## src/rtl/dcp_pkg.sv

```systemverilog
`default_nettype none

package dcp_pkg;

    // command letters
    localparam logic [7:0] cmd_d = 8'h44;
    localparam logic [7:0] cmd_r = 8'h52;

    // ascii bytes seen on the serial link
    localparam logic [7:0] ch_lf = 8'h0a;
    localparam logic [7:0] ch_cr = 8'h0d;
    localparam logic [7:0] ch_sp = 8'h20;
    localparam logic [7:0] ch_qm = 8'h3f;

    // one character or one hex word per transfer
    typedef enum logic {
        io_char,
        io_hex
    } io_type_e;

    // dispatcher's current child
    typedef enum logic [1:0] {
        mode_idle,
        mode_d,
        mode_r,
        mode_bad
    } mode_e;

    typedef struct packed {
        logic [23:0] pad;
        logic [7:0]  ch;
    } scan_char_s;

    // scanner result as a command letter or a 32-bit hex value
    typedef union packed {
        logic [31:0] value;
        scan_char_s  c;
    } scan_word_u;

endpackage

`default_nettype wire

```

## src/rtl/dcp_if.sv

```systemverilog
`default_nettype none

// link between a client and the byte scanner
interface scan_if;
    logic                req;
    dcp_pkg::io_type_e   kind;
    logic                ack;
    logic                flag;
    dcp_pkg::scan_word_u data;

    modport client (output req, output kind, input ack, input flag, input data);
    modport scanner (input req, input kind, output ack, output flag, output data);
endinterface

// link between a client and the byte printer
interface print_if;
    logic              req;
    dcp_pkg::io_type_e kind;
    logic              ack;
    logic [31:0]       data;

    modport client (output req, output kind, output data, input ack);
    modport printer (input req, input kind, input data, output ack);
endinterface

`default_nettype wire

```

## src/rtl/dcp.sv

```systemverilog
`default_nettype none

module dcp #(
    parameter int DUMP_WORDS = 8,
    parameter int REG_COUNT  = 32
) (
    input  logic        clk,
    input  logic        rstn,
    input  logic [7:0]  d_rx,
    input  logic        vld_rx,
    output logic        rdy_rx,
    output logic [7:0]  d_tx,
    output logic        vld_tx,
    input  logic        rdy_tx,
    output logic [31:0] addr,
    input  logic [31:0] dout_dm,
    input  logic [31:0] dout_rf
);

    localparam logic [2:0] st_init     = 3'd0;
    localparam logic [2:0] st_scan     = 3'd1;
    localparam logic [2:0] st_start    = 3'd2;
    localparam logic [2:0] st_wait     = 3'd3;
    localparam logic [2:0] st_bad_req  = 3'd4;
    localparam logic [2:0] st_bad_wait = 3'd5;

    logic [2:0]     state;
    dcp_pkg::mode_e mode;
    logic           disp_scan_req;
    logic           disp_prn_req;
    logic           bad_lf;
    logic           child_done;
    logic           start_d;
    logic           start_r;
    logic           done_d;
    logic           done_r;
    logic [31:0]    addr_d;
    logic [31:0]    addr_r;

    scan_if  scan_bus ();
    scan_if  scan_d ();
    print_if prn_bus ();
    print_if prn_d ();
    print_if prn_r ();

    dcp_scan u_scan (
        .clk    (clk),
        .rstn   (rstn),
        .d_rx   (d_rx),
        .vld_rx (vld_rx),
        .rdy_rx (rdy_rx),
        .scan   (scan_bus)
    );

    dcp_print u_print (
        .clk    (clk),
        .rstn   (rstn),
        .d_tx   (d_tx),
        .vld_tx (vld_tx),
        .rdy_tx (rdy_tx),
        .prn    (prn_bus)
    );

    dcp_cmd_d #(
        .DUMP_WORDS (DUMP_WORDS)
    ) u_cmd_d (
        .clk     (clk),
        .rstn    (rstn),
        .start   (start_d),
        .done    (done_d),
        .scan    (scan_d),
        .prn     (prn_d),
        .addr    (addr_d),
        .dout_dm (dout_dm)
    );

    dcp_cmd_r #(
        .REG_COUNT (REG_COUNT)
    ) u_cmd_r (
        .clk     (clk),
        .rstn    (rstn),
        .start   (start_r),
        .done    (done_r),
        .prn     (prn_r),
        .addr    (addr_r),
        .dout_rf (dout_rf)
    );

    ////////////////////////////////////////////////////////////////////////////
    // dispatcher
    ////////////////////////////////////////////////////////////////////////////

    assign start_d = (state == st_start) && (mode == dcp_pkg::mode_d);
    assign start_r = (state == st_start) && (mode == dcp_pkg::mode_r);

    always_comb
    begin
        case (mode)
            dcp_pkg::mode_d:   child_done = done_d;
            dcp_pkg::mode_r:   child_done = done_r;
            default:           child_done = 1'b0;
        endcase
    end

    always_ff @(posedge clk or negedge rstn)
    begin
        if (!rstn)
        begin
            state         <= st_init;
            mode          <= dcp_pkg::mode_idle;
            disp_scan_req <= 1'b0;
            disp_prn_req  <= 1'b0;
            bad_lf        <= 1'b0;
        end
        else
        begin
            case (state)
                st_init:
                begin
                    disp_scan_req <= 1'b1;
                    state         <= st_scan;
                end
                st_scan:
                    if (scan_bus.ack)
                    begin
                        disp_scan_req <= 1'b0;
                        state         <= st_start;
                        case (scan_bus.data.c.ch)
                            dcp_pkg::cmd_d: mode <= dcp_pkg::mode_d;
                            dcp_pkg::cmd_r: mode <= dcp_pkg::mode_r;
                            default:        mode <= dcp_pkg::mode_bad;
                        endcase
                    end
                // unknown letter is answered here, not by a child
                st_start:
                    if (mode == dcp_pkg::mode_bad)
                    begin
                        disp_prn_req <= 1'b1;
                        bad_lf       <= 1'b0;
                        state        <= st_bad_wait;
                    end
                    else
                        state <= st_wait;
                st_wait:
                    if (child_done)
                    begin
                        mode  <= dcp_pkg::mode_idle;
                        state <= st_init;
                    end
                st_bad_req:
                begin
                    disp_prn_req <= 1'b1;
                    state        <= st_bad_wait;
                end
                st_bad_wait:
                    if (prn_bus.ack)
                    begin
                        disp_prn_req <= 1'b0;
                        if (bad_lf)
                        begin
                            mode  <= dcp_pkg::mode_idle;
                            state <= st_init;
                        end
                        else
                        begin
                            bad_lf <= 1'b1;
                            state  <= st_bad_req;
                        end
                    end
                default:
                    state <= st_init;
            endcase
        end
    end

    ////////////////////////////////////////////////////////////////////////////
    // owner select
    ////////////////////////////////////////////////////////////////////////////

    always_comb
    begin
        scan_bus.req  = 1'b0;
        scan_bus.kind = dcp_pkg::io_char;
        prn_bus.req   = 1'b0;
        prn_bus.kind  = dcp_pkg::io_char;
        prn_bus.data  = {24'd0, (bad_lf ? dcp_pkg::ch_lf : dcp_pkg::ch_qm)};
        addr          = 32'd0;
        case (mode)
            dcp_pkg::mode_idle:
                scan_bus.req = disp_scan_req;
            dcp_pkg::mode_d:
            begin
                scan_bus.req  = scan_d.req;
                scan_bus.kind = scan_d.kind;
                prn_bus.req   = prn_d.req;
                prn_bus.kind  = prn_d.kind;
                prn_bus.data  = prn_d.data;
                addr          = addr_d;
            end
            dcp_pkg::mode_r:
            begin
                prn_bus.req  = prn_r.req;
                prn_bus.kind = prn_r.kind;
                prn_bus.data = prn_r.data;
                addr         = addr_r;
            end
            default:
                prn_bus.req = disp_prn_req;
        endcase
    end

    // acks reach only the current owner
    assign scan_d.ack  = scan_bus.ack & (mode == dcp_pkg::mode_d);
    assign scan_d.flag = scan_bus.flag;
    assign scan_d.data = scan_bus.data;
    assign prn_d.ack   = prn_bus.ack & (mode == dcp_pkg::mode_d);
    assign prn_r.ack   = prn_bus.ack & (mode == dcp_pkg::mode_r);

    // a child is picked only by a letter the scanner just returned
    mode_from_ack: assert property (@(posedge clk) disable iff (!rstn)
        (mode != dcp_pkg::mode_idle && $past(mode) == dcp_pkg::mode_idle)
            |-> $past(scan_bus.ack));

    idle_after_done: assert property (@(posedge clk) disable iff (!rstn)
        child_done |=> (mode == dcp_pkg::mode_idle));

endmodule

`default_nettype wire

```

## src/rtl/dcp_cmd_d.sv

```systemverilog
`default_nettype none

module dcp_cmd_d #(
    parameter int DUMP_WORDS = 8
) (
    input  logic        clk,
    input  logic        rstn,
    input  logic        start,
    output logic        done,
    scan_if.client      scan,
    print_if.client     prn,
    output logic [31:0] addr,
    input  logic [31:0] dout_dm
);

    localparam int CW = $clog2(DUMP_WORDS + 1);

    localparam logic [2:0] st_idle   = 3'd0;
    localparam logic [2:0] st_scan   = 3'd1;
    localparam logic [2:0] st_read   = 3'd2;
    localparam logic [2:0] st_hex    = 3'd3;
    localparam logic [2:0] st_lf_req = 3'd4;
    localparam logic [2:0] st_lf     = 3'd5;

    logic [2:0]    state;
    logic [CW-1:0] cnt;
    logic [31:0]   word;
    logic          last;
    logic          is_lf;

    assign last      = (cnt == CW'(DUMP_WORDS - 1));
    assign is_lf     = (state == st_lf_req) || (state == st_lf);
    assign scan.kind = dcp_pkg::io_hex;
    assign prn.kind  = is_lf ? dcp_pkg::io_char : dcp_pkg::io_hex;
    assign prn.data  = is_lf ? {24'd0, dcp_pkg::ch_lf} : word;

    always_ff @(posedge clk or negedge rstn)
    begin
        if (!rstn)
        begin
            state    <= st_idle;
            scan.req <= 1'b0;
            prn.req  <= 1'b0;
            done     <= 1'b0;
            cnt      <= '0;
            addr     <= 32'd0;
        end
        else
        begin
            done <= 1'b0;
            case (state)
                st_idle:
                    if (start)
                    begin
                        scan.req <= 1'b1;
                        state    <= st_scan;
                    end
                // start address ends on CR
                st_scan:
                    if (scan.ack)
                    begin
                        scan.req <= 1'b0;
                        addr     <= scan.data.value;
                        cnt      <= '0;
                        state    <= st_read;
                    end
                st_read:
                begin
                    prn.req <= 1'b1;
                    state   <= st_hex;
                end
                st_hex:
                    if (prn.ack)
                    begin
                        prn.req <= 1'b0;
                        state   <= st_lf_req;
                    end
                st_lf_req:
                begin
                    prn.req <= 1'b1;
                    state   <= st_lf;
                end
                st_lf:
                    if (prn.ack)
                    begin
                        prn.req <= 1'b0;
                        addr    <= addr + 32'd4;
                        cnt     <= cnt + CW'(1);
                        if (last)
                        begin
                            done  <= 1'b1;
                            state <= st_idle;
                        end
                        else
                            state <= st_read;
                    end
                default:
                    state <= st_idle;
            endcase
        end
    end

    // addr was set a cycle earlier
    always_ff @(posedge clk)
    begin
        if (state == st_read)
            word <= dout_dm;
    end

endmodule

`default_nettype wire

```

## src/rtl/dcp_cmd_r.sv

```systemverilog
`default_nettype none

module dcp_cmd_r #(
    parameter int REG_COUNT = 32
) (
    input  logic        clk,
    input  logic        rstn,
    input  logic        start,
    output logic        done,
    print_if.client     prn,
    output logic [31:0] addr,
    input  logic [31:0] dout_rf
);

    localparam int IW = $clog2(REG_COUNT + 1);

    localparam logic [2:0] st_idle   = 3'd0;
    localparam logic [2:0] st_read   = 3'd1;
    localparam logic [2:0] st_hex    = 3'd2;
    localparam logic [2:0] st_lf_req = 3'd3;
    localparam logic [2:0] st_lf     = 3'd4;

    logic [2:0]    state;
    logic [IW-1:0] idx;
    logic [31:0]   word;
    logic          is_lf;

    assign addr     = 32'(idx);
    assign is_lf    = (state == st_lf_req) || (state == st_lf);
    assign prn.kind = is_lf ? dcp_pkg::io_char : dcp_pkg::io_hex;
    assign prn.data = is_lf ? {24'd0, dcp_pkg::ch_lf} : word;

    always_ff @(posedge clk or negedge rstn)
    begin
        if (!rstn)
        begin
            state   <= st_idle;
            prn.req <= 1'b0;
            done    <= 1'b0;
            idx     <= '0;
        end
        else
        begin
            done <= 1'b0;
            case (state)
                st_idle:
                    if (start)
                    begin
                        idx   <= '0;
                        state <= st_read;
                    end
                st_read:
                begin
                    prn.req <= 1'b1;
                    state   <= st_hex;
                end
                st_hex:
                    if (prn.ack)
                    begin
                        prn.req <= 1'b0;
                        state   <= st_lf_req;
                    end
                st_lf_req:
                begin
                    prn.req <= 1'b1;
                    state   <= st_lf;
                end
                st_lf:
                    if (prn.ack)
                    begin
                        prn.req <= 1'b0;
                        if (idx == IW'(REG_COUNT - 1))
                        begin
                            done  <= 1'b1;
                            state <= st_idle;
                        end
                        else
                        begin
                            idx   <= idx + IW'(1);
                            state <= st_read;
                        end
                    end
                default:
                    state <= st_idle;
            endcase
        end
    end

    always_ff @(posedge clk)
    begin
        if (state == st_read)
            word <= dout_rf;
    end

endmodule

`default_nettype wire

```

## src/rtl/dcp_print.sv

```systemverilog
`default_nettype none

module dcp_print (
    input  logic       clk,
    input  logic       rstn,
    output logic [7:0] d_tx,
    output logic       vld_tx,
    input  logic       rdy_tx,
    print_if.printer   prn
);

    localparam logic [1:0] st_idle = 2'd0;
    localparam logic [1:0] st_send = 2'd1;
    localparam logic [1:0] st_ack  = 2'd2;

    logic [1:0]        state;
    logic [31:0]       word;
    logic [2:0]        digit;
    dcp_pkg::io_type_e kind;
    logic              last;

    // upper-case digits only
    function automatic logic [7:0] hex_ascii(input logic [3:0] n);
        if (n < 4'd10)
            return 8'h30 + {4'd0, n};
        else
            return 8'h37 + {4'd0, n};
    endfunction

    assign vld_tx  = (state == st_send);
    assign d_tx    = (kind == dcp_pkg::io_char) ? word[7:0] : hex_ascii(word[31:28]);
    assign last    = (kind == dcp_pkg::io_char) || (digit == 3'd7);
    assign prn.ack = (state == st_ack);

    always_ff @(posedge clk or negedge rstn)
    begin
        if (!rstn)
        begin
            state <= st_idle;
        end
        else
        begin
            case (state)
                st_idle:
                    if (prn.req)
                        state <= st_send;
                st_send:
                    if (rdy_tx && last)
                        state <= st_ack;
                default:
                    state <= st_idle;
            endcase
        end
    end

    // word shifts left one nibble per accepted digit
    always_ff @(posedge clk)
    begin
        if (state == st_idle)
        begin
            word  <= prn.data;
            kind  <= prn.kind;
            digit <= 3'd0;
        end
        else if ((state == st_send) && rdy_tx && !last)
        begin
            word  <= {word[27:0], 4'd0};
            digit <= digit + 3'd1;
        end
    end

    // stalled byte must not change under the receiver
    tx_hold: assert property (@(posedge clk) disable iff (!rstn)
        (vld_tx && !rdy_tx) |=> $stable(d_tx));

endmodule

`default_nettype wire

```

## src/rtl/dcp_scan.sv

```systemverilog
`default_nettype none

module dcp_scan (
    input  logic       clk,
    input  logic       rstn,
    input  logic [7:0] d_rx,
    input  logic       vld_rx,
    output logic       rdy_rx,
    scan_if.scanner    scan
);

    localparam logic [1:0] st_idle    = 2'd0;
    localparam logic [1:0] st_collect = 2'd1;
    localparam logic [1:0] st_done    = 2'd2;

    logic [1:0]          state;
    dcp_pkg::scan_word_u acc;
    logic                started;
    logic                term_cr;
    logic [4:0]          hex;
    logic                take;
    logic                is_blank;
    logic                finish;

    // valid bit above the nibble for either case
    function automatic logic [4:0] hex_digit(input logic [7:0] b);
        logic [4:0] r;
        r = 5'd0;
        if (b >= 8'h30 && b <= 8'h39)
            r = {1'b1, b[3:0]};
        else if ((b >= 8'h41 && b <= 8'h46) || (b >= 8'h61 && b <= 8'h66))
            r = {1'b1, b[3:0] + 4'd9};
        return r;
    endfunction

    assign rdy_rx   = (state == st_collect);
    assign take     = rdy_rx & vld_rx;
    assign hex      = hex_digit(d_rx);
    assign is_blank = (d_rx == dcp_pkg::ch_sp) || (d_rx == dcp_pkg::ch_cr) ||
                      (d_rx == dcp_pkg::ch_lf);

    // byte that closes the current request
    always_comb
    begin
        if (scan.kind == dcp_pkg::io_char)
            finish = !is_blank;
        else
            finish = !hex[4] && !((d_rx == dcp_pkg::ch_sp) && !started);
    end

    always_ff @(posedge clk or negedge rstn)
    begin
        if (!rstn)
        begin
            state <= st_idle;
        end
        else
        begin
            case (state)
                st_idle:
                    if (scan.req)
                        state <= st_collect;
                st_collect:
                    if (take && finish)
                        state <= st_done;
                default:
                    state <= st_idle;
            endcase
        end
    end

    // accumulator cleared while no request is open
    always_ff @(posedge clk)
    begin
        if (state == st_idle)
        begin
            acc.value <= 32'd0;
            started   <= 1'b0;
            term_cr   <= 1'b0;
        end
        else if (take)
        begin
            if (scan.kind == dcp_pkg::io_char)
            begin
                acc.c.pad <= 24'd0;
                acc.c.ch  <= d_rx;
            end
            else if (hex[4])
            begin
                acc.value <= {acc.value[27:0], hex[3:0]};
                started   <= 1'b1;
            end
            term_cr <= (d_rx == dcp_pkg::ch_cr);
        end
    end

    assign scan.ack  = (state == st_done);
    assign scan.flag = term_cr;
    assign scan.data = acc;

    // client drops req right after ack so no second request follows
    ack_single: assert property (@(posedge clk) disable iff (!rstn)
        scan.ack |=> !scan.req);

endmodule

`default_nettype wire

```

## config.mk

```make
export PLATFORM = sky130hd
export DESIGN_NAME = dcp
export DESIGN_NICKNAME = d
export VERILOG_FILES = /design/src/rtl/dcp_pkg.sv /design/src/rtl/dcp_if.sv /design/src/rtl/dcp.sv /design/src/rtl/dcp_cmd_d.sv /design/src/rtl/dcp_cmd_r.sv /design/src/rtl/dcp_print.sv /design/src/rtl/dcp_scan.sv
export SDC_FILE = /design/constraint.sdc
export NUM_CORES = 1
export LEC_CHECK = 0
export ABC_CLOCK_PERIOD_IN_PS = 7600
export BUFFER_PORTS_ARGS = -buffer_cell sky130_fd_sc_hd__buf_2
export CORE_MARGIN = 2
export CORE_UTILIZATION = 60
export DETAILED_ROUTE_END_ITERATION = 16
export PLACE_DENSITY_LB_ADDON = 0.15
export SYNTH_ARGS = -nofsm -noshare
export SYNTH_HDL_FRONTEND = slang
export SYNTH_SLANG_ARGS = --single-unit
```

## constraint.sdc

```tcl
create_clock -name clk -period 7.6 [get_ports clk]
set_input_delay 1.52 -clock clk [delete_from_list [all_inputs] [get_ports clk]]
set_output_delay 1.52 -clock clk [all_outputs]
set_load 0.02 [all_outputs]
```

Word level (Yosys, flattened, before mapping)
Index checks and enable logic that the tools add are counted.
Cells by class
  mux-type cells: 81
  reduce and logical (&&, ||, !) cells: 58
  magnitude comparators: 7
  bitwise gates (word level): 5
  eq/ne operators: 49
  add/subtract/negate cells: 7
Operators by type and width (number)
  $mux 32: 8
  $pmux 32 s2: 3
  $mux 3: 12
  $pmux 3 s6: 2
  $add 32x3->32 const B: 1
  $ne 2x2->1 const B: 16
  $mux 6: 4
  $reduce_and 3->1: 7
  $mux 1: 20
  $eq 3x2->1 const B: 6
  $eq 3x3->1 const B: 6
  $mux 2: 9
  $eq 8x4->1 const B: 2
  $eq 8x7->1 const B: 2
  $ge 8x7->1 const B: 2
  $le 8x7->1 const B: 2
  $mux 8: 2
  $pmux 1 s2: 8
  $reduce_bool 2->1: 8
  $pmux 3 s5: 1
  $add 6x4->7 const A: 2
  $pmux 2 s2: 3
  $pmux 6 s2: 1
  $reduce_and 2->1: 6
  other kinds (30): 74
Word-level totals
  word-level logic and storage cells: 231
  bits in registers: 198
  input bits: 76

Depth between registers and ports, before layout
Gate-level depths: netlist (run 1).
  depth in word-level cells: 11
  depth in mapped cells: 9
  mapped depth without buffers: 7

Hierarchy
A second synthesis (run 1) with hierarchy kept.
Second synthesis, totals
  cells, all modules: 1031
  area, all modules: 10583.9 sq um
Modules (own cells, without submodules)
  dcp_cmd_d: cells an instance 361, times used 1, area an instance 3627.2 sq um
  dcp_cmd_r: cells an instance 160, times used 1, area an instance 2006.9 sq um
  dcp_print: cells an instance 119, times used 1, area an instance 1784.2 sq um
  dcp: cells an instance 223, times used 1, area an instance 1597.8 sq um
  dcp_scan: cells an instance 168, times used 1, area an instance 1567.8 sq um

Worst setup path before layout (run 1)
No wires, ideal clock.
  path kind: reg2reg
  from: register u_cmd_r.state[2]
  to: register u_cmd_r.word[0], enable pin
  buffers on the path: 1
  required time: 7132 ps
  setup time: 468 ps
  clock period less this slack: 3400 ps
  arrival time: 2932 ps
  path slack: 4200 ps
  stages on the path, launching flop included: 3
  cell sequence: dfrtp_1 -> buf_2 -> nor3b_1
On the way
  longest elaborated chain between the ends: 1
RTL lines
  from (decl): line dcp_cmd_r.sv:23  | logic [2:0] state;
  from (signal assigned): line dcp_cmd_r.sv:37  | state <= st_idle;
  from (signal assigned): line dcp_cmd_r.sv:50  | state <= st_read;
  from (signal assigned): line dcp_cmd_r.sv:55  | state <= st_hex;
  $eq 3x1->1: line dcp_cmd_r.sv:91  | if (state == st_read)
  to (signal assigned): line dcp_cmd_r.sv:92  | word <= dout_rf;
  to (decl): line dcp_cmd_r.sv:25  | logic [31:0] word;
Every way passes these cells.
A chain may end at the register's enable or synchronous reset.

Worst setup path in the final report (run 1)
  from: register mode[1]
  to: output addr[15]
On the way
  longest elaborated chain between the ends: 2
RTL lines
  from (decl): line dcp.sv:28  | dcp_pkg::mode_e mode;
  from (signal assigned): line dcp.sv:110  | mode <= dcp_pkg::mode_idle;
  from (signal assigned): line dcp.sv:129  | dcp_pkg::cmd_d: mode <= dcp_pkg::mode_d;
  from (signal assigned): line dcp.sv:130  | dcp_pkg::cmd_r: mode <= dcp_pkg::mode_r;
  $eq 2x2->1 / $eq 2x1->1 (equally long branches): line dcp.sv:188  | case (mode)
  $pmux 32 s2 (*): line dcp.sv:188
  to (decl): line dcp.sv:15  | output logic [31:0] addr,
Mark *: on every way between the ends. The rest lies on a longest branch, timed or not.

==> summary.md, run 1 <==
| Metric | Value |
|---|---|
| Outcome | complete, no violations |
| Peak Freq | 243.7 MHz |
| Crit-path max cell delay | between 0.5 and 0.6 ns |
| Gr ovfl total | 0 |
| Max FO, Critical Path | 32 |
| Hpwl dp | 14.07 mm |
| Mapped Area | about 9400 um^2 |
| CP arrival | 2.58 ns |
| Residual DRC | 0 |
| Vias/cell | approximately 6.2 |
| Endpoints failing hold | 0 |
| Initial antenna violation count | 0 |
| Routability cong. | about 0.87 |
| Leak | 4.276 nW |
| Cell depth of the worst flop-to-flop path | 7 |
| Seq cells post-synth | between 150 and 200 |
| Switching power | 1.453 mW |
| Layout Skew | roughly 0.013 ns |
| Commonest non-fill, non-tap cell in the layout | buf_2 |
| Antenna diodes | 0 |
| Synthesis-to-layout area growth | 13.46% |
| Synth Instances | between 800 and 900 |
| Peak supply drop | about 0.19 mV |
| Comb power frac | just over 30% |
| Area of the multi-input gates | 3785 um^2 |
| Actual slew at the worst max-slew pin | 0.8503 ns |
| Fin crit period | around 4.1 ns |
| Crit path depth | 6 |
| Worst path bufs/invs | 4 |
| Post-cts repair resize count | 0 |
| Final setup vio count | 0 |
| Drt wl/cell | ~18 um |
| Count of flip-flops with a built-in enable after synthesis | 97 |
| Vias in the first global route | around 6900 |
| Asr flop ratio synth | about a third |
| Min-delay worst type | reg -> reg |
| Max Buffers Root-to-Sink | 2 |
| FF/Latch Area | approximately 5300 um^2 |
| Total GRT Usage | 26.28% |
| Die width | between 100 and 150 um |
| Power Internal | roughly 2.3 mW |
| Clock Power Share | between 20% and 30% |
| Avg Cell Area, Syn | ~11 um^2 |
| Clk pin slew, worst setup/hold paths | approximately 0.080 ns |
| Routed WL | 20.99 mm |
| Num CTS Buffers | 17 |
| IO buf count | roughly 120 |
| Critical Path, Cell by Cell | inv_1 -> ha_1 -> buf_4 -> inv_1 -> nor2_1 -> buf_2 |
| Initial DRC count | around 500 |
| Yosys warning count | 0 |
| RSZ-0062 raised after global routing | false |
| Largest net degree at the start of global routing | 66 |
| Root Buffer | clkbuf_16 |
| Worst path required time | 6.08 ns |
| TritonCTS sink count | ~200 |
| Reg power frac | ~45% |
| Library cells used by synthesis | 76 |
| CTS HTree Levels | 4 |
| Hold buffer count at CTS | 0 |
| Max-cap violations | 0 |
| Tcrit/Tclk final | 54.00% |
| CP max-delay cell | ha_1 |
| Initial core utilization | about three fifths |
| Clock latency on the worst-skew pair | 0.44 ns |
| Routed via count | about 7200 |
| Seq/Total Area, Yosys | between 50% and 60% |
| CP Capture Type | output pin |
| CTS tree | yes |
| First-pass GRT wire length | 34.33 mm |
| Fin. max-slew vios | 0 |
| Critical path class | reg -> out |
| DRT Pass-1 Iters | 5 |
| Layout cell share with drive strength beyond 1 | around 19% |
| # Post-CTS Setup Buffers | 0 |
| Chip Height | 128.9 um |
| Std-Cell Rows | 45 |
| Main synth FF type | edfxtp_1 |
| Hold Path Stages | 1 |
| Nets@finish | between 1000 and 1500 |
| Ports | around 120 |
| Detail Route Antenna Nets | 0 |
| Most frequent CP cell | inv_1 |
| Max-Slew Margin vs Limit | approximately 43% |
| Mapped Nets | 958 |
| Startpoint class of the critical path | register |
| DIE AREA | 16620 um^2 |
| Switch share | roughly two fifths |
| Critical path's top delay family | buffers and inverters |
| Number of fill cells in the layout | roughly 1200 |
| Final setup TNS | 0 ns |
| Total power | ~3.8 mW |
| Commonest cells after routing, fill and taps aside | 117 x buf_2, 97 x edfxtp_1, 71 x nand2_1 |
| Power Density | approximately 360 nW/um^2 |
| Core area | roughly 15000 um^2 |
-- kinds of logic after synthesis --
kind of cell               synth area share (%)
and+or+nand+nor                           16.08
AOI/OAI and AO/OA                         19.80
DFF                                       56.20
buffers and inverters                     3.475
muxes                                     1.885
adders and majority gates                 2.005
xor gates and xnor gates                 0.5615
-- final timing paths --
kind	from	end	slack, ns
max	mode[1]	addr[15]	3.50
min in group asynchronous	rstn	u_cmd_r.idx[0]	1.25
max in group asynchronous	rstn	u_cmd_d.addr[12]	5.78
min	u_scan.started	u_scan.started	0.47
max reg2reg	mode[1]	u_cmd_d.addr[24]	4.44
min reg2reg	u_scan.started	u_scan.started	0.47
-- cell type report --
cell class / instances / share of cell area, %
Sequential cell: 198 / 49.53
Timing Repair Buffer: 126 / 6.150
Clock inverter: 15 / 1.614
Clock buffer: 17 / 4.006
Tap cell: 188 / 2.215
Multi-Input combinational cell: 594 / 35.64
Inverter: 24 / 0.8483
-- stage by stage --
| stage | cell area [um^2] | hold slack, ns | utilization (%) | setup slack, ns | cells |
|---|---|---|---|---|---|
| finish | 10620 | 0.4701 | 69.86 | 3.496 | 1162 |
| global route | 10620 | 0.4949 | 69.86 | 3.315 | 1162 |
| CTS | 10620 | 0.4729 | 69.86 | 3.472 | 1162 |
| detailed placement | 10020 | 0.4522 | 65.93 | 3.878 | 1130 |
| global placement | 10020 | 0.4485 | 65.93 | 3.950 | 1130 |
| floorplan | 9360 | 0.4340 | - | 4.200 | 867 |
-- synth_stat cells, drive strengths merged, types with 7 or more instances --
cell type | n | area share, %
o21ai | 73 | 3.9
nor3 | 14 | 0.75
mux2i | 12 | 1.3
buf | 28 | 1.6
clkbuf | 23 | 0.92
a31oi | 16 | 1.1
a22oi | 38 | 3.1
nand4 | 16 | 1.2
nand3b | 7 | 0.56
o31ai | 7 | 0.56
ha | 15 | 2.0
o22a | 10 | 1.0
nand2 | 71 | 2.8
nor2 | 68 | 2.8
a22o | 31 | 2.9
dfxtp | 36 | 7.7
and2 | 33 | 2.2
nand3 | 22 | 1.2
edfxtp | 97 | 31
dfrtp | 65 | 17
and3 | 12 | 0.80
a21oi | 39 | 2.1
o22ai | 8 | 0.68
inv | 23 | 0.92
-- flip-flops by register name, summed over array words and instances, names as in the netlist, 2 cells and up --
name              flops
u_cmd_r.state         3
u_print.digit         3
u_cmd_d.state         3
u_cmd_r.idx           6
u_scan.state          2
mode                  2
u_cmd_r.word         32
u_scan.scan.data     32
u_cmd_d.addr         32
u_cmd_d.word         32
u_cmd_d.cnt           4
u_print.word         32
u_print.state         2
state                 3
-- worst register-to-register path: cells and delay by family, from the launching register on --
family	cells	cell delay (ns)
adders and majority gates	1	0.57
DFF	1	0.42
buffers and inverters	2	0.54
and+or+nand+nor	2	0.53
AOI/OAI and AO/OA	2	0.99
-- power by group through the flow --
stage,Combinational (mW),Clock [mW],Sequential [mW]
4_1_cts,1.18,0.920,1.68
6_report,1.18,0.909,1.69
5_1_grt,1.31,0.970,1.72
3_3_place_gp,1.16,0,1.70
3_5_place_dp,1.18,0,1.71
2_1_floorplan,0.922,0,1.59
-- layer usage --
| layer | GRT usage (%) | routed length [um] | vias to the layer above |
|---|---|---|---|
| li1 | - | - | 3464 |
| met1 | 35.97 | 9357 | 3501 |
| met2 | 41.99 | 10020 | 259 |
| met3 | 5.031 | 1202 | 25 |
| met4 | 10.17 | 404 | 0 |
| met5 | 0 | 0 | - |
Note: power is estimated with default switching activity, not from simulation.
==> inputs of run 2 (changes only) <==
--- a/config.mk
+++ b/config.mk
@@ -5,10 +5,11 @@
 export SDC_FILE = /design/constraint.sdc
 export NUM_CORES = 1
 export LEC_CHECK = 0
-export ABC_CLOCK_PERIOD_IN_PS = 7600
+export ABC_AREA = 1
+export ABC_CLOCK_PERIOD_IN_PS = 3900
 export BUFFER_PORTS_ARGS = -buffer_cell sky130_fd_sc_hd__buf_2
 export CORE_MARGIN = 2
-export CORE_UTILIZATION = 60
+export CORE_UTILIZATION = 59
 export DETAILED_ROUTE_END_ITERATION = 16
 export PLACE_DENSITY_LB_ADDON = 0.15
 export SYNTH_ARGS = -nofsm -noshare
==> constraint.sdc (replaced) <==
create_clock -name clk -period 3.9 [get_ports clk]
set_input_delay 0.78 -clock clk [delete_from_list [all_inputs] [get_ports clk]]
set_output_delay 0.78 -clock clk [all_outputs]
set_load 0.02 [all_outputs]
==> run 2 against run 1 <==
Critical path depth is the same. Count of clock-buffer cells in the layout is the same. Combinational power grew 130%. Flip-flop and latch count is the same. Largest power group unchanged.
==> summary.md, run 2 <==
| Metric | Value |
|---|---|
| RSZ-0062 raised after global routing | false |
| Setup ws final | ~0.83 ns |
| Min-delay worst type | in -> async |
| CP max-delay cell | ha_2 |
| Pre-CTS setup slack | ~1.3 ns |
| Antenna diodes | 0 |
| Library cells used by synthesis | 46 |
| Total GRT Usage | approximately a quarter |
| Outcome | complete, no violations |
| Core area | around 17000 um^2 |
| Peak supply drop | 0.4203 mV |
| Cell area after layout | ~12000 um^2 |
| Most frequent cell after synthesis | nand2_1 |
| Ports | between 100 and 150 |
| Synth cell count leaders | 394 x nand2_1, 178 x inv_1, 98 x nor2_1 |
| Initial core utilization | between 50 and 60% |
| Seq cells post-synth | roughly 200 |
| CTS tree | yes |
| Clk pin slew, worst setup/hold paths | roughly 0.07 ns |
| First-pass GRT wire length | between 30 and 40 mm |
| Main synth FF type | edfxtp_1 |
| Die width | approximately 140 um |
| Finished Layout Cells | ~1600 |
| Startpoint class of the critical path | register |
| Post-Place Cell Area | between 10000 and 15000 um^2 |
| Initial antenna violation count | 0 |
| Fin. max-slew vios | 0 |
| Post-cts repair resize count | 0 |
| Endpoints failing hold | 0 |
| CTS HTree Levels | 4 |
| Vias in the first global route | just under 8000 |
| Detail Route Antenna Nets | 0 |
| Routed WL | 23.70 mm |
| Vias/cell | between 5 and 6 |
| DIE AREA | about 18000 um^2 |
| Num CTS Buffers | 17 |
| Placed insts | roughly 1600 |
| Worst path bufs/invs | 3 |
| Final setup TNS | 0 ns |
| CP arrival | 2.29 ns |
| Drt wl/cell | around 15 um |
| Hpwl dp | 16.64 mm |
| Leak | ~5.4 nW |
| Synth Instances | 1273 |
| Peak Freq | about 330 MHz |
| Residual DRC | 0 |
| Max FO, Critical Path | 33 |
| Initial DRC count | around 880 |
| Largest net degree at the start of global routing | 54 |
| Crit-path max cell delay | ~0.46 ns |
| Critical Path, Cell by Cell | inv_1 -> ha_2 -> buf_4 -> nand2_1 -> a21oi_1 -> buf_2 |
| Routed via count | about 8700 |
| Fin crit period | between 3 and 4 ns |
| Hold slack final | 0.1762 ns |
| Tcrit/Tclk final | between 70% and 80% |
| R2r setup slk | ~1.4 ns |
| Synth top area cells | edfxtp_1 29%, dfrtp_1 16%, nand2_1 14% |
| Largest area contributor in the netlist | edfxtp_1 |
| IO buf count | between 100 and 150 |
| Final core utilization | around two thirds |
| Count of flip-flops with a built-in enable after synthesis | between 90 and 100 |
| Top-area cell type share of the netlist area | roughly 29% |
| Hold buffer count at CTS | 0 |
| Critical path's top delay family | buffers and inverters |
| Clock latency on the worst-skew pair | roughly 0.45 ns |
| TritonCTS sink count | a little under 200 |
| Layout Skew | approximately 0.017 ns |
| R2r endpoint | u_scan.scan.data[21] |
| Mapped Area | between 10000 and 15000 um^2 |
| Avg Cell Area, Syn | between 8 and 9 um^2 |
| Max-cap violations | 0 |
| Final setup vio count | 0 |
| Area of the multi-input gates | 4035 um^2 |
| Synthesis-to-layout area growth | 12.99% |
| Root Buffer | clkbuf_16 |
| Seq/Total Area, Yosys | between 50% and 60% |
| FF/Latch Area | around 5300 um^2 |
| Power Density | between 600 and 700 nW/um^2 |
| CP Capture Type | output pin |
| Layout cell share with drive strength beyond 1 | roughly 16% |
| Actual slew at the worst max-slew pin | about 1.2 ns |
| Mapped Nets | 1364 |
| Max-Slew Margin vs Limit | about a fifth |
| # Post-CTS Setup Buffers | 0 |
| Cell depth of the worst flop-to-flop path | 6 |
| Worst path required time | 3.12 ns |
| R2R Path Start | mode[1] |
| Asr flop ratio synth | 32.83% |
| Number of fill cells in the layout | between 1000 and 1500 |
| Gr ovfl total | 0 |
| Commonest cells after routing, fill and taps aside | 394 x nand2_1, 178 x inv_1, 117 x buf_2 |
| Std-Cell Rows | 48 |
| DRT Pass-1 Iters | 5 |
| Commonest non-fill, non-tap cell in the layout | nand2_1 |
| Routability cong. | ~0.9 |
| Max Buffers Root-to-Sink | 2 |
| Yosys warning count | 0 |
| Critical path class | reg -> out |
| Chip Height | ~140 um |
| Total power | 7.721 mW |
| Nets@finish | 1469 |
run 2: changes by cell type after synthesis, sizes merged, moves of 12 or more:
cell,change
and2,-33
nor2,+38
nand2,+338
a22o,-29
a22oi,-37
nand3,+67
o22ai,+25
or2,+12
a21oi,+22
mux2i,-12
a31oi,-14
inv,+161
run 2: routing by layer:
metal	global-route usage, %	vias to the layer above	routed length [um]
met2	38.49	342	10220
li1	-	4303	-
met3	3.779	24	1618
met1	42.10	3996	11540
met4	7.581	0	318
met5	0	-	0
run 2: report_power, final:
part	switching (mW)	internal, mW
combinational	1.90	0.813
clock	0.854	0.852
sequential	0.394	2.91
run 2: cell families (layout without fill, tap and decap cells):
logic type                 Yosys count  in the layout  synth area share, %
buffers and inverters              228            346                9.099
xor gates and xnor gates             8              8               0.6867
DFF                                198            198                51.55
AOI/OAI and AO/OA                  175            175                9.945
adders and majority gates           15             15                1.839
and+or+nand+nor                    649            649                26.88
run 2: worst max-delay path by stage:
| stage | start | endpoint | slack, ns | cells after the start |
|---|---|---|---|---|
| floorplan | u_cmd_d.state[2] | u_cmd_d.word[0] | 0.63 | 1 |
| global route | mode[1] | addr[4] | 0.65 | 6 |
| global placement | d_rx[0] | u_scan.scan.data[2] | 1.31 | 12 |
| CTS | mode[1] | addr[3] | 0.81 | 6 |
| detailed placement | mode[1] | addr[0] | 1.28 | 6 |
| finish | mode[1] | addr[0] | 0.83 | 6 |
run 2: final cells by class:
type	count	share of cell area (%)
timing repair buffer	128	5.904
multi-input combinational	847	35.00
clock buffer	17	3.690
sequential	198	45.63
tap	225	2.442
clock inverter	15	1.281
inverter	186	6.056
run 2: worst reg2reg max path, cell delays in order, from the launching register on:
cell and delay [ns]:
dfrtp_1 0.42, inv_1 0.11, ha_2 0.46, inv_1 0.26, nor2_2 0.84, nand3_1 0.22, a21oi_2 0.18
